[config.mk]
export PLATFORM = sky130hd
export DESIGN_NAME = tcp_rx_top
export DESIGN_NICKNAME = d
export VERILOG_FILES = /design/src/verilog/tcp_rx_pkg.sv /design/src/verilog/stream_fifo.sv /design/src/verilog/tcp_hdr_decoder.sv /design/src/verilog/tcp_port_filter.sv /design/src/verilog/tcp_rx_result.sv /design/src/verilog/tcp_rx_top.sv
export SDC_FILE = /design/constraint.sdc
export NUM_CORES = 1
export LEC_CHECK = 0
export ABC_AREA = 0
export BUFFER_PORTS_ARGS = -buffer_cell sky130_fd_sc_hd__clkbuf_2
export CORE_MARGIN = 2
export CORE_UTILIZATION = 38
export DETAILED_ROUTE_END_ITERATION = 8
export SLEW_MARGIN = 20
export SYNTH_ARGS = -nofsm -noshare
export SYNTH_HDL_FRONTEND = slang
export SYNTH_HIERARCHICAL = 1
export SYNTH_SLANG_ARGS = --single-unit
[constraint.sdc]
create_clock -name i_clk -period 6.7 [get_ports i_clk]
set_input_delay 1.675 -clock i_clk [delete_from_list [all_inputs] [get_ports i_clk]]
set_output_delay 1.675 -clock i_clk [all_outputs]
set_load 0.01 [all_outputs]
[src/verilog/tcp_rx_pkg.sv]
`default_nettype none

package tcp_rx_pkg;

    localparam int TCP_MIN_HDR_BYTES = 20;

    // first byte of each field, counted from the start of the tcp header.
    localparam int OFFS_SRC_PORT  = 0;
    localparam int OFFS_DST_PORT  = 2;
    localparam int OFFS_SEQ       = 4;
    localparam int OFFS_ACK       = 8;
    localparam int OFFS_DATA_OFFS = 12;
    localparam int OFFS_FLAGS     = 13;
    localparam int OFFS_WINDOW    = 14;

    localparam int BYTE_CNT_W = 6;     // up to 60 header bytes.

    localparam int HDR_FIFO_DEPTH = 4;
    localparam int PAY_FIFO_DEPTH = 16;

    typedef struct packed {
        logic [15:0] src_port;
        logic [15:0] dst_port;
        logic [31:0] seq_num;
        logic [31:0] ack_num;
        logic [3:0]  data_offs;   // in 32-bit words.
        logic [7:0]  flags;
        logic [15:0] window;
    } tcp_hdr_t;

endpackage

`default_nettype wire

[src/verilog/stream_fifo.sv]
`timescale 1ns/10ps
`default_nettype none

module stream_fifo #(
    parameter type T     = logic [7:0],
    parameter int  DEPTH = 4
) (
    input  wire  i_clk,
    input  wire  i_rst,

    input  T     i_data,
    input  wire  i_valid,
    output logic o_ready,

    output T     o_data,
    output logic o_valid,
    input  wire  i_ready
);

    localparam int AW = (DEPTH > 1) ? $clog2(DEPTH) : 1;
    localparam int CW = $clog2(DEPTH + 1);

    T               mem [DEPTH];
    logic [AW-1:0]  wr_ptr;
    logic [AW-1:0]  rd_ptr;
    logic [CW-1:0]  count;
    logic           wr_en;
    logic           rd_en;

    assign o_ready = (count != CW'(DEPTH));
    assign o_valid = (count != '0);
    assign o_data  = mem[rd_ptr];

    assign wr_en = i_valid && o_ready;
    assign rd_en = o_valid && i_ready;

    always_ff @(posedge i_clk) begin
        if (wr_en) begin
            mem[wr_ptr] <= i_data;
        end
    end

    always_ff @(posedge i_clk) begin
        if (i_rst) begin
            wr_ptr <= '0;
            rd_ptr <= '0;
            count  <= '0;
        end else begin
            if (wr_en) begin
                wr_ptr <= (wr_ptr == AW'(DEPTH - 1)) ? '0 : wr_ptr + 1'b1;
            end
            if (rd_en) begin
                rd_ptr <= (rd_ptr == AW'(DEPTH - 1)) ? '0 : rd_ptr + 1'b1;
            end
            if (wr_en && !rd_en) begin
                count <= count + 1'b1;
            end else if (!wr_en && rd_en) begin
                count <= count - 1'b1;
            end
        end
    end

endmodule

`default_nettype wire

[src/verilog/tcp_hdr_decoder.sv]
`timescale 1ns/10ps
`default_nettype none

module tcp_hdr_decoder (
    input  wire                  i_clk,
    input  wire                  i_rst,

    input  wire [7:0]            i_s_data,
    input  wire                  i_s_last,
    input  wire                  i_s_valid,
    output logic                 o_s_ready,

    output tcp_rx_pkg::tcp_hdr_t o_hdr_data,
    output logic                 o_hdr_valid,
    input  wire                  i_hdr_ready,

    output logic [7:0]           o_pay_data,
    output logic                 o_pay_last,
    output logic                 o_pay_valid,
    input  wire                  i_pay_ready
);
    import tcp_rx_pkg::*;

    typedef enum logic {ST_HEADER, ST_PAYLOAD} state_t;

    state_t                state;
    logic [BYTE_CNT_W-1:0] byte_cnt;
    logic [BYTE_CNT_W-1:0] last_idx;
    tcp_hdr_t              hdr_q;
    logic                  hdr_valid_q;
    logic                  hdr_acc;
    logic                  hdr_done;

    // index of the final header byte, options included.
    assign last_idx = {hdr_q.data_offs, 2'b00} - 1'b1;
    assign hdr_done = (byte_cnt >= BYTE_CNT_W'(TCP_MIN_HDR_BYTES - 1)) &&
                      (byte_cnt >= last_idx);

    // no new bytes while a finished record waits.
    assign o_s_ready = !hdr_valid_q && ((state == ST_HEADER) || i_pay_ready);
    assign hdr_acc   = (state == ST_HEADER) && i_s_valid && o_s_ready;

    assign o_pay_data  = i_s_data;
    assign o_pay_last  = i_s_last;
    assign o_pay_valid = (state == ST_PAYLOAD) && i_s_valid && !hdr_valid_q;

    assign o_hdr_data  = hdr_q;
    assign o_hdr_valid = hdr_valid_q;

    always_ff @(posedge i_clk) begin
        if (i_rst) begin
            state       <= ST_HEADER;
            byte_cnt    <= '0;
            hdr_valid_q <= 1'b0;
        end else begin
            if (hdr_valid_q && i_hdr_ready) begin
                hdr_valid_q <= 1'b0;
            end

            case (state)
                ST_HEADER: begin
                    if (hdr_acc) begin
                        if (hdr_done) begin
                            hdr_valid_q <= 1'b1;
                            byte_cnt    <= '0;
                            if (!i_s_last) begin
                                state <= ST_PAYLOAD;   // else a segment without payload.
                            end
                        end else if (i_s_last) begin
                            byte_cnt <= '0;            // truncated, nothing is sent.
                        end else begin
                            byte_cnt <= byte_cnt + 1'b1;
                        end
                    end
                end
                ST_PAYLOAD: begin
                    if (i_s_valid && o_s_ready && i_s_last) begin
                        state <= ST_HEADER;
                    end
                end
                default: state <= ST_HEADER;
            endcase
        end
    end

    // fields are shifted in msb first; checksum, urgent pointer and options fall through.
    always_ff @(posedge i_clk) begin
        if (hdr_acc) begin
            case (byte_cnt) inside
                [OFFS_SRC_PORT:OFFS_DST_PORT-1]:
                    hdr_q.src_port <= {hdr_q.src_port[7:0], i_s_data};
                [OFFS_DST_PORT:OFFS_SEQ-1]:
                    hdr_q.dst_port <= {hdr_q.dst_port[7:0], i_s_data};
                [OFFS_SEQ:OFFS_ACK-1]:
                    hdr_q.seq_num <= {hdr_q.seq_num[23:0], i_s_data};
                [OFFS_ACK:OFFS_DATA_OFFS-1]:
                    hdr_q.ack_num <= {hdr_q.ack_num[23:0], i_s_data};
                OFFS_DATA_OFFS:
                    hdr_q.data_offs <= i_s_data[7:4];
                OFFS_FLAGS:
                    hdr_q.flags <= i_s_data;
                [OFFS_WINDOW:OFFS_WINDOW+1]:
                    hdr_q.window <= {hdr_q.window[7:0], i_s_data};
                default: ;
            endcase
        end
    end

endmodule

`default_nettype wire

[src/verilog/tcp_port_filter.sv]
`timescale 1ns/10ps
`default_nettype none

module tcp_port_filter (
    input  wire                  i_clk,
    input  wire                  i_rst,
    input  wire [15:0]           i_listen_port,

    input  tcp_rx_pkg::tcp_hdr_t i_hdr_data,
    input  wire                  i_hdr_valid,
    output logic                 o_hdr_ready,

    input  wire [7:0]            i_pay_data,
    input  wire                  i_pay_last,
    input  wire                  i_pay_valid,
    output logic                 o_pay_ready,

    output tcp_rx_pkg::tcp_hdr_t o_hdr_data,
    output logic                 o_hdr_valid,
    input  wire                  i_hdr_ready,

    output logic [7:0]           o_pay_data,
    output logic                 o_pay_last,
    output logic                 o_pay_valid,
    input  wire                  i_pay_ready
);

    logic match;
    logic keep_q;

    assign match = (i_hdr_data.dst_port == i_listen_port);

    // a dropped header is swallowed here.
    assign o_hdr_data  = i_hdr_data;
    assign o_hdr_valid = i_hdr_valid && match;
    assign o_hdr_ready = match ? i_hdr_ready : 1'b1;

    assign o_pay_data  = i_pay_data;
    assign o_pay_last  = i_pay_last;
    assign o_pay_valid = i_pay_valid && keep_q;
    assign o_pay_ready = keep_q ? i_pay_ready : 1'b1;   // drain dropped payload.

    // decision holds until the next header, payload never precedes its header.
    always_ff @(posedge i_clk) begin
        if (i_rst) begin
            keep_q <= 1'b0;
        end else if (i_hdr_valid && o_hdr_ready) begin
            keep_q <= match;
        end
    end

endmodule

`default_nettype wire

[src/verilog/tcp_rx_result.sv]
`timescale 1ns/10ps
`default_nettype none

module tcp_rx_result (
    input  wire                  i_clk,
    input  wire                  i_rst,

    input  tcp_rx_pkg::tcp_hdr_t i_hdr_data,
    input  wire                  i_hdr_valid,
    output logic                 o_hdr_ready,

    input  wire [7:0]            i_pay_data,
    input  wire                  i_pay_last,
    input  wire                  i_pay_valid,
    output logic                 o_pay_ready,

    output tcp_rx_pkg::tcp_hdr_t o_hdr_data,
    output logic                 o_hdr_valid,
    input  wire                  i_hdr_ready,

    output logic [7:0]           o_m_data,
    output logic                 o_m_last,
    output logic                 o_m_valid,
    input  wire                  i_m_ready
);
    import tcp_rx_pkg::*;

    logic [8:0] pay_in;
    logic [8:0] pay_out;

    assign pay_in = {i_pay_last, i_pay_data};   // last rides in bit 8.

    stream_fifo #(
        .T     (tcp_hdr_t),
        .DEPTH (HDR_FIFO_DEPTH)
    ) u_hdr_fifo (
        .i_clk   (i_clk),
        .i_rst   (i_rst),
        .i_data  (i_hdr_data),
        .i_valid (i_hdr_valid),
        .o_ready (o_hdr_ready),
        .o_data  (o_hdr_data),
        .o_valid (o_hdr_valid),
        .i_ready (i_hdr_ready)
    );

    // both fifos fill in segment order, so records and payload stay paired.
    stream_fifo #(
        .T     (logic [8:0]),
        .DEPTH (PAY_FIFO_DEPTH)
    ) u_pay_fifo (
        .i_clk   (i_clk),
        .i_rst   (i_rst),
        .i_data  (pay_in),
        .i_valid (i_pay_valid),
        .o_ready (o_pay_ready),
        .o_data  (pay_out),
        .o_valid (o_m_valid),
        .i_ready (i_m_ready)
    );

    assign o_m_data = pay_out[7:0];
    assign o_m_last = pay_out[8];

endmodule

`default_nettype wire

[src/verilog/tcp_rx_top.sv]
`timescale 1ns/10ps
`default_nettype none

module tcp_rx_top (
    input  wire                  i_clk,
    input  wire                  i_rst,
    input  wire [15:0]           i_listen_port,

    input  wire [7:0]            i_s_data,
    input  wire                  i_s_last,
    input  wire                  i_s_valid,
    output logic                 o_s_ready,

    output tcp_rx_pkg::tcp_hdr_t o_hdr_data,
    output logic                 o_hdr_valid,
    input  wire                  i_hdr_ready,

    output logic [7:0]           o_m_data,
    output logic                 o_m_last,
    output logic                 o_m_valid,
    input  wire                  i_m_ready
);
    import tcp_rx_pkg::*;

    tcp_hdr_t   dec_hdr_data;
    logic       dec_hdr_valid;
    logic       dec_hdr_ready;
    logic [7:0] dec_pay_data;
    logic       dec_pay_last;
    logic       dec_pay_valid;
    logic       dec_pay_ready;

    tcp_hdr_t   flt_hdr_data;
    logic       flt_hdr_valid;
    logic       flt_hdr_ready;
    logic [7:0] flt_pay_data;
    logic       flt_pay_last;
    logic       flt_pay_valid;
    logic       flt_pay_ready;

    tcp_hdr_decoder u_decoder (
        .i_clk       (i_clk),
        .i_rst       (i_rst),
        .i_s_data    (i_s_data),
        .i_s_last    (i_s_last),
        .i_s_valid   (i_s_valid),
        .o_s_ready   (o_s_ready),
        .o_hdr_data  (dec_hdr_data),
        .o_hdr_valid (dec_hdr_valid),
        .i_hdr_ready (dec_hdr_ready),
        .o_pay_data  (dec_pay_data),
        .o_pay_last  (dec_pay_last),
        .o_pay_valid (dec_pay_valid),
        .i_pay_ready (dec_pay_ready)
    );

    tcp_port_filter u_filter (
        .i_clk         (i_clk),
        .i_rst         (i_rst),
        .i_listen_port (i_listen_port),
        .i_hdr_data    (dec_hdr_data),
        .i_hdr_valid   (dec_hdr_valid),
        .o_hdr_ready   (dec_hdr_ready),
        .i_pay_data    (dec_pay_data),
        .i_pay_last    (dec_pay_last),
        .i_pay_valid   (dec_pay_valid),
        .o_pay_ready   (dec_pay_ready),
        .o_hdr_data    (flt_hdr_data),
        .o_hdr_valid   (flt_hdr_valid),
        .i_hdr_ready   (flt_hdr_ready),
        .o_pay_data    (flt_pay_data),
        .o_pay_last    (flt_pay_last),
        .o_pay_valid   (flt_pay_valid),
        .i_pay_ready   (flt_pay_ready)
    );

    tcp_rx_result u_result (
        .i_clk       (i_clk),
        .i_rst       (i_rst),
        .i_hdr_data  (flt_hdr_data),
        .i_hdr_valid (flt_hdr_valid),
        .o_hdr_ready (flt_hdr_ready),
        .i_pay_data  (flt_pay_data),
        .i_pay_last  (flt_pay_last),
        .i_pay_valid (flt_pay_valid),
        .o_pay_ready (flt_pay_ready),
        .o_hdr_data  (o_hdr_data),
        .o_hdr_valid (o_hdr_valid),
        .i_hdr_ready (i_hdr_ready),
        .o_m_data    (o_m_data),
        .o_m_last    (o_m_last),
        .o_m_valid   (o_m_valid),
        .i_m_ready   (i_m_ready)
    );

endmodule

`default_nettype wire
Yosys cells after proc, flatten, opt, wreduce, memory -nomap -nowiden
Memories as Yosys holds them, arrays and structs flattened. A register that Yosys moved wholly into a read port is not among the register bits.
Cells that the tools add are included.
{"block": "word_totals", "regBits": 153, "mem_bits_rw": 640, "word_cells": 128, "memories": 2}
{"block": "op_classes", "n_addsub": 10, "order_cmp": 12, "eq_ne": 9, "muxes": 29, "bitwise_logic": 7, "reduce_logical": 42}
{"memory": "u_result.u_hdr_fifo.mem", "depth": 4, "word_bits": 124, "read_ports": 1, "rd_ports_with_merged_regs": 1, "write_ports": 1, "line_no": "stream_fifo.sv:23", "source": "T mem [DEPTH];"}
{"memory": "u_result.u_pay_fifo.mem", "depth": 16, "word_bits": 9, "read_ports": 1, "rd_ports_with_merged_regs": 1, "write_ports": 1, "line_no": "stream_fifo.sv:23"}
{"cell": "1-bit logical AND", "count": 24}
{"cell": "16-bit == test", "count": 1}
{"cell": "4-bit two-way mux", "count": 4}
{"cell": "1-bit two-way mux", "count": 14}
{"cell": "6-bit by 4-bit == test with 1-bit output, second input constant", "count": 2}
{"cell": "6-bit by 4-bit greater-or-equal comparator with 1-bit output, second input constant", "count": 2}
{"cell": "6-bit by 4-bit <= comparator with 1-bit output, second input constant", "count": 2}
{"cell": "6-bit two-way mux", "count": 2}
{"cell": "5-bit two-way mux", "count": 2}
{"cell": "4-bit by 1-bit adder with 4-bit output, second input constant", "count": 2}
{"cell": "4-bit == test, second input constant", "count": 2}
{"cell": "2-bit two-way mux", "count": 4}
{"cell": "8-bit AND reduction", "count": 1}
{"cell": "1-bit inverter", "count": 7}
{"cell": "7-bit AND reduction", "count": 1}
{"cell": "6-bit by 1-bit adder with 6-bit output, second input constant", "count": 1}
{"cell": "6-bit by 1-bit greater-or-equal comparator with 1-bit output, second input constant", "count": 1}
{"cell": "6-bit by 2-bit greater-or-equal comparator with 1-bit output, second input constant", "count": 1}
{"cell": "6-bit by 3-bit greater-or-equal comparator with 1-bit output, second input constant", "count": 1}
{"cell": "6-bit by 5-bit greater-or-equal comparator with 1-bit output, second input constant", "count": 1}
{"cell": "6-bit greater-or-equal comparator", "count": 1}
{"cell": "6-bit by 1-bit <= comparator with 1-bit output, second input constant", "count": 1}
{"cell": "6-bit by 2-bit <= comparator with 1-bit output, second input constant", "count": 1}
{"cell": "6-bit by 3-bit <= comparator with 1-bit output, second input constant", "count": 1}
{"cell": "other kinds (21)", "count": 30}

Depth between registers and ports, before layout
Gate-level depths: netlist (run 1).
{"block": "depth", "word_depth": 8, "depth_mapped": 11}

Hierarchy
The synthesis (run 1) kept the hierarchy.
{"mod": "stream_fifo (u_result.u_hdr_fifo)", "n_inst": 1, "cells_per_inst": 696, "area_each_um2": 18353.9, "seq_area_each_um2": 15074.5}
{"mod": "stream_fifo (u_result.u_pay_fifo)", "n_inst": 1, "cells_per_inst": 332, "area_each_um2": 6361.1, "seq_area_each_um2": 4664.5}
{"mod": "tcp_hdr_decoder", "n_inst": 1, "cells_per_inst": 217, "area_each_um2": 4491.8, "seq_area_each_um2": 3883.7}
{"mod": "tcp_port_filter", "n_inst": 1, "cells_per_inst": 163, "area_each_um2": 1241.2, "seq_area_each_um2": 20.0}

Worst setup path after synthesis (run 1)
No wires, ideal clock.
{"block": "synth_timing", "kind": "input to register", "startpoint": "input port i_s_valid", "endpoint": "register u_decoder.hdr_q (netlist bit u_decoder/o_hdr_data[28]), enable pin", "t_arrival_ns": 5.166, "path_slack_ns": 1.033, "cell_stages": 4, "path_buffers": 1, "cell_sequence": "nor3b_2 > buf_4 > inv_2 > nor4_1"}
{"block": "synth_via", "elab_chain_cells": 3}
{"element": "start: declaration", "line_no": "tcp_rx_top.sv:11", "source": "input wire i_s_valid,"}
{"element": "1-bit logical AND (2 in a row)", "line_no": "tcp_hdr_decoder.sv:41", "source": "assign hdr_acc = (state == ST_HEADER) && i_s_valid && o_s_ready;"}
{"element": "5-bit AND reduction (no line)"}
{"element": "end: declaration", "line_no": "tcp_hdr_decoder.sv:29", "source": "tcp_hdr_t hdr_q;"}
No other way between the ends.
A chain may end at the register's enable or synchronous reset.

==> out/qor.yml, run 1 <==
synthesis:
  yosys-top-cells-area: "sky130_fd_sc_hd__edfxtp_1, sky130_fd_sc_hd__mux4_2, sky130_fd_sc_hd__buf_4"
  ys_ff_latch: 799
  synth_seq_area_share_pct: 77.6
  synth.largest_area_cell: "sky130_fd_sc_hd__edfxtp_1"
  asyncSetResetFlopFracSynth_pct: 0
  synth_top_area_share_pct: 75.3
  post_synthesis_cell_area_um2: 30400
  cell_with_the_most_instances_after_synthesis: "sky130_fd_sc_hd__edfxtp_1"
  yosysWarningCount: 6
  synthesized_area_divided_by_synthesized_cell_count_um2: 21.6
  synth_edf_count: 764
  library_cells_used_by_synthesis: 62
  netlist_instances: 1408
  syn_nets: 1465
  ys.flop_type: "sky130_fd_sc_hd__edfxtp_1"
  list_of_most_frequent_post_synthesis_cells: "sky130_fd_sc_hd__edfxtp_1, sky130_fd_sc_hd__mux4_2, sky130_fd_sc_hd__buf_4"
route:
  vias: 13100
  count_of_nets_left_with_antenna_violations_after_detail_routing: 0
  drt_iter0_markers: 827
  drt_pass1_iterations: 5
  drt-total-wl_mm: 59.1
  route.detailed.wl_per_inst_um: 22.6
  number_of_drc_violations_after_detailed_routing: 0
  viasPerCell: 5.01
min_path:
  min-delay-path-class: "reg2reg"
cts:
  cts.repair.resized: 0
  numCtsBuffers: 81
  tritoncts: "built"
  clk_transition_reported_paths_ps: 60
  htree_levels: 3
  clock_insertion_delay_worst_skew_ps: 630
  clock_tree.buffer_depth: 3
  hold_buffers: 0
  clockRootBuffer: "sky130_fd_sc_hd__clkbuf_16"
  cts_setup_buffers: 0
  cts.sinks: 799
sta:
  worst-slew-pin-transition_ps: 1110
  clock-skew-final_ps: 22.5
  worst_hold_slack_ps: 491
  finalSetupViolations: 0
  crit_share_post_route_pct: 68.8
  maxSlewHeadroom_pct: 25.7
  slew_violations: 0
  clock.fmax_mhz: 217
  setup_repair_after_global_routing_missed_its_margin: "false"
  min_period_ps: 4610
  finalSetupTns_ps: 0
  hold_violations: 0
die:
  initial_core_util_pct: 38.5
  die_x_um: 287
  floorplan.die_area_um2: 82400
  core_area_um2: 79100
  ioPinCount: 166
  die_y_um: 287
  rows: 103
power_and_ir_drop:
  vdd_ir_drop_max_mv: 0.181
  clockPowerShare_pct: 37.4
  p_sw_share_pct: 24.0
  share_seq_of_total_power_pct: 48.2
  power.combinational.fraction_pct: 14.4
  power.switching_w: 0.00279
  cellPowerDensity_nw_per_um2: 340
  total_leakage_power_nw: 10.8
  internal_power_w: 0.00882
worst_setup_path:
  worstSetupPathType: "reg2out"
  rr_startpoint: "u_decoder/o_hdr_data[92]$_DFFE_PP_"
  worst-endpoint-arrival_ps: 2940
  reg2reg_slack_ps: 3200
  timing.reg2reg.worst_path_depth: 6
  r2r_end: "u_result/u_hdr_fifo/mem[3][117]$_DFFE_PP_"
  crit_path_end_kind: "primary output"
  endpoint: "o_m_data[5]"
  cp-start-kind: "register"
  critPathMaxFanout: 20
  critPathRequiredTime_ps: 5030
run:
  cap_viol_max_count: 0
placement:
  place.port_buffers: 165
  gpl_wtd_cong: 0.745
  post-dp-hpwl_mm: 36.1
outcome:
  status: "completed"
global_routing:
  antenna_found_initial: 6
  wire_length_of_the_first_global_routing_pass_mm: 88.2
  gr-usage-all-layers_pct: 14.4
  grt_overflow: 0
  grt_pass1_vias: 13700
  maximum_number_of_pins_on_one_net_before_global_route_repair: 68
final_layout:
  final_layout_size_suffix_gt1_share_pct: 32.2
  antenna_cells_inserted: 0
  synthesis_to_layout_area_growth_pct: 12.2
  layout.nets: 1554
## cells by family (layout without fill, tap and decap cells)
kind of cell | Yosys count | in the layout | synth area share [%]
AOI/OAI and AO/OA | 60 | 60 | 1.51
adders and majority gates | 27 | 27 | 1.16
xor gates and xnor gates | 28 | 28 | 0.805
DFF | 799 | 799 | 77.6
muxes | 168 | 168 | 12.1
buffers and inverters | 206 | 364 | 4.68
and+or+nand+nor | 120 | 120 | 2.10
## worst max-delay path, stage by stage, from the launching register on
cell                       delay [ps]
sky130_fd_sc_hd__dfxtp_2          710
sky130_fd_sc_hd__buf_4            490
sky130_fd_sc_hd__mux4_2           570
sky130_fd_sc_hd__a22oi_1          270
sky130_fd_sc_hd__nand2_1          120
sky130_fd_sc_hd__clkbuf_2         150
## state kept, by name, indices dropped and copies added (netlist names), 2 cells and up, named ones only
register                    cells
u_result/u_pay_fifo/rd_ptr      4
u_result/u_pay_fifo/wr_ptr      4
u_result/u_pay_fifo/count       5
u_decoder/o_hdr_data          124
u_result/u_hdr_fifo/wr_ptr      2
u_result/u_hdr_fifo/rd_ptr      2
u_result/u_hdr_fifo/count       3
u_decoder/byte_cnt              6
u_result/u_pay_fifo/mem       144
u_result/u_hdr_fifo/mem       496
## metrics by stage
step | total power (W) | instance area, um^2 | utilization [%] | std cells | setup WS, ps
2_1_floorplan | 0.00686 | 30400 | - | 1408 | 1030
3_3_place_gp | 0.00740 | 31500 | 39.8 | 2462 | 2010
3_5_place_dp | 0.00741 | 31500 | 39.8 | 2462 | 1940
4_1_cts | 0.0118 | 34100 | 43.1 | 2614 | 1820
5_1_grt | 0.0120 | 34200 | 43.2 | 2616 | 1830
6_report | 0.0116 | 34200 | 43.2 | 2616 | 2090
## layer usage
layer  vias to the layer above  share of wire, %  GRT usage [%]
met3                        78               4.7           2.49
li1                       5739                 -              -
met1                      6958                44           19.7
met4                         2               1.9           4.38
met2                       332                49           23.7
met5                         -             0.022              0
## final cells by class
type	count	area, um^2
clock buffer	101	2140
clock inverter	51	453
fill	6745	45000
inverter	17	63.8
multi-input combinational	403	5420
sequential	799	23700
tap	1050	1310
timing repair buffer	195	1120
## worst min-delay path by stage
stage	start	to	slack, ps	cells after the start
3_5_place_dp	u_decoder/o_hdr_data[55]$_DFFE_PP_	u_result/u_hdr_fifo/mem[1][55]$_DFFE_PP_	480	0
3_3_place_gp	u_decoder/o_hdr_data[19]$_DFFE_PP_	u_result/u_hdr_fifo/mem[2][19]$_DFFE_PP_	470	0
4_1_cts	u_decoder/o_hdr_data[55]$_DFFE_PP_	u_result/u_hdr_fifo/mem[2][55]$_DFFE_PP_	500	0
2_1_floorplan	u_decoder/o_hdr_data[2]$_DFFE_PP_	u_decoder/o_hdr_data[10]$_DFFE_PP_	430	0
5_1_grt	u_decoder/o_hdr_data[19]$_DFFE_PP_	u_result/u_hdr_fifo/mem[2][19]$_DFFE_PP_	510	0
6_report	u_decoder/o_hdr_data[55]$_DFFE_PP_	u_result/u_hdr_fifo/mem[1][55]$_DFFE_PP_	490	0
## power by group through the flow
stage               registers (W)  clock network, W  logic (W)
floorplan                 0.00559                 0    0.00126
global placement          0.00576                 0    0.00164
detailed placement        0.00576                 0    0.00165
CTS                       0.00566           0.00445    0.00166
global route              0.00561           0.00464    0.00180
finish                    0.00559           0.00434    0.00167
## cell usage in the layout, fill, tap and decap left out, types with 16 or more instances in the layout
cell and n:
sky130_fd_sc_hd__a22oi_1 18, sky130_fd_sc_hd__buf_4 25, sky130_fd_sc_hd__clkbuf_1 17, sky130_fd_sc_hd__clkbuf_16 82, sky130_fd_sc_hd__clkbuf_2 165, sky130_fd_sc_hd__clkinv_1 16, sky130_fd_sc_hd__dfxtp_1 31, sky130_fd_sc_hd__edfxtp_1 764
sky130_fd_sc_hd__ha_1 25, sky130_fd_sc_hd__inv_1 16, sky130_fd_sc_hd__mux4_2 160, sky130_fd_sc_hd__nand2_1 19, sky130_fd_sc_hd__nor2_1 41, sky130_fd_sc_hd__xnor2_1 21
Note: power is estimated with default switching activity, not from simulation.
==> run 2: changes to the inputs <==
clock period = 3.8 ns   (was 6.7 ns; I/O delays follow)
==> out/qor.yml, run 2 (synthesis results as in run 1) <==
worst_setup_path:
  cp-start-kind: "register"
  critPathMaxFanout: 10  # -50%
  critPathRequiredTime_ps: 2850  # -2180 ps
  timing.reg2reg.worst_path_depth: 12  # +6
  crit_path_end_kind: "primary output"
  worst-endpoint-arrival_ps: 2680  # -260 ps
  worstSetupPathType: "reg2out"
global_routing:
  antenna_found_initial: 5  # -1
  maximum_number_of_pins_on_one_net_before_global_route_repair: 76  # +12%
  grt_overflow: 0  # unchanged
  wire_length_of_the_first_global_routing_pass_mm: 87.5  # -0.83%
  gr-usage-all-layers_pct: 14.3  # -0.16 points
  grt_pass1_vias: 13700  # +0.26%
outcome:
  status: "completed"
final_layout:
  layout.cells.most_common: "sky130_fd_sc_hd__edfxtp_1"
  fill_cells: 6745  # unchanged
  final_layout_size_suffix_gt1_share_pct: 32.8  # +0.56 points
  layout.nets: 1569  # +0.97%
  finalInstanceArea_um2: 34600  # +1.3%
  antenna_cells_inserted: 0  # unchanged
  largest_register_ffs: 496  # unchanged
  top_register: "u_result/u_hdr_fifo/mem"
  most-common-layout-cells: "sky130_fd_sc_hd__edfxtp_1, sky130_fd_sc_hd__clkbuf_2, sky130_fd_sc_hd__mux4_2"
  synthesis_to_layout_area_growth_pct: 13.6
power_and_ir_drop:
  cellPowerDensity_nw_per_um2: 607  # +79%
  total_leakage_power_nw: 11.0  # +1.7%
  vdd_ir_drop_max_mv: 0.327  # +81%
route:
  wl_met2_mm: 28.6  # -2.3%
  met1Wirelength_mm: 25.2  # -2.8%
  number_of_drc_violations_after_detailed_routing: 0  # unchanged
  count_of_nets_left_with_antenna_violations_after_detail_routing: 0  # unchanged
  drt_pass1_iterations: 5  # unchanged
  drt_iter0_markers: 1181  # +43%
  vias: 13100  # +0.076%
  viasPerCell: 5.00  # -0.30%
  topRoutingLayerUsed: "met5"
  met3_length_mm: 3.33  # +19%
  route.detailed.wl_per_inst_um: 22.1  # -2.1%
  drt-total-wl_mm: 58.1  # -1.7%
cts:
  cts.sinks: 799  # unchanged
  clock_tree.buffer_depth: 3  # unchanged
  clock_insertion_delay_worst_skew_ps: 650  # +20 ps
  cts.repair.resized: 0  # unchanged
  clk_transition_reported_paths_ps: 60  # about the same
  tritoncts: "built"
  clockRootBuffer: "sky130_fd_sc_hd__clkbuf_16"
  cts_setup_buffers: 0  # unchanged
  numCtsBuffers: 83  # +2.5%
  hold_buffers: 0  # unchanged
  htree_levels: 3  # unchanged
die:
  core_area_um2: 79100  # unchanged
  floorplan.die_area_um2: 82400  # unchanged
  ioPinCount: 166  # unchanged
  rows: 103  # unchanged
  initial_core_util_pct: 38.5  # unchanged
  die_x_um: 287  # unchanged
  die_y_um: 287  # unchanged
sta:
  finalSetupViolations: 0  # unchanged
  maxSlewHeadroom_pct: 30.7  # +5.0 points
  clock-skew-final_ps: 35.6  # +13.1 ps
  finalSetupTns_ps: 0  # unchanged
  fin_ws_ps: 172  # -1920 ps
  clock.fmax_mhz: 276
  min_period_ps: 3630
  setup_repair_after_global_routing_missed_its_margin: "false"
  hold_violations: 0  # unchanged
  worst-slew-pin-transition_ps: 1040  # -79.2 ps
  crit_share_post_route_pct: 95.5
  slew_violations: 0  # unchanged
placement:
  place.port_buffers: 165  # unchanged
  gpl_wtd_cong: 0.731  # -1.9%
  post-dp-hpwl_mm: 34.0  # -5.7%
  detailedPlace.worstSlack_ps: 117  # -1830 ps
  placement.cell_area_um2: 31800  # +0.85%
run:
  cap_viol_max_count: 0  # unchanged
min_path:
  min-delay-path-class: "reg2reg"
  holdPathStages: 0  # unchanged
==> run 2: changes by cell type in the layout (fill, tap and decap cells not counted), moves of 3 or more <==
cell / previous run / this run
sky130_fd_sc_hd__bufinv_16: 6 / 11
sky130_fd_sc_hd__clkinv_2: 15 / 8
sky130_fd_sc_hd__buf_4: 25 / 29
sky130_fd_sc_hd__buf_12: 4 / 14
sky130_fd_sc_hd__clkinvlp_4: 6 / 2
sky130_fd_sc_hd__clkinv_16: 0 / 3
==> run 2: critical path, cell delays in order (launching register included) <==
cell	delay, ps
sky130_fd_sc_hd__dfxtp_2	570
sky130_fd_sc_hd__buf_4	320
sky130_fd_sc_hd__mux4_2	530
sky130_fd_sc_hd__a22oi_1	270
sky130_fd_sc_hd__nand2_1	180
sky130_fd_sc_hd__clkbuf_2	170
==> run 2: per-layer routing <==
metal  global-route usage [%]  vias to the layer above
met4                     4.09                        2
met3                     3.27                       78
met1                     19.1                     6998
li1                         -                     5761
met2                     23.3                      280
met5                        0                        -
==> run 2: area by class of cell <==
type	instances	area (um^2)	share of cell area, %
Sequential cell	799	23700	68.4
Multi-Input combinational cell	403	5440	15.7
Clock buffer	100	2150	6.22
Timing Repair Buffer	208	1320	3.83
Tap cell	1050	1310	3.80
Clock inverter	49	657	1.90
Inverter	17	63.8	0.184
==> run 2: report_power, final <==
part | internal [W] | switching, W
Sequential | 0.00964 | 0.000133
Combinational | 0.00148 | 0.00152
Clock | 0.00485 | 0.00338
==> run 2: metrics by stage <==
stage	hold WS, ps	power (W)	util, %	cells
after floorplan	428	0.0121	-	1408
after global placement	464	0.0131	40.2	2477
after detailed placement	484	0.0131	40.2	2477
after CTS	477	0.0213	43.7	2626
after global routing	489	0.0219	43.7	2626
final	475	0.0210	43.7	2626
==> run 2: path summary, 6_finish.rpt <==
check,start,end,slack [ps]
hold reg to reg,u_decoder/o_hdr_data[117]$_DFFE_PP_,u_result/u_hdr_fifo/mem[0][117]$_DFFE_PP_,470
setup reg to reg,u_decoder/o_hdr_data[92]$_DFFE_PP_,u_result/u_hdr_fifo/count[2]$_SDFFE_PP0P_,630
hold / removal,u_decoder/o_hdr_data[117]$_DFFE_PP_,u_result/u_hdr_fifo/mem[0][117]$_DFFE_PP_,470
setup / recovery,register,o_m_data[0],170
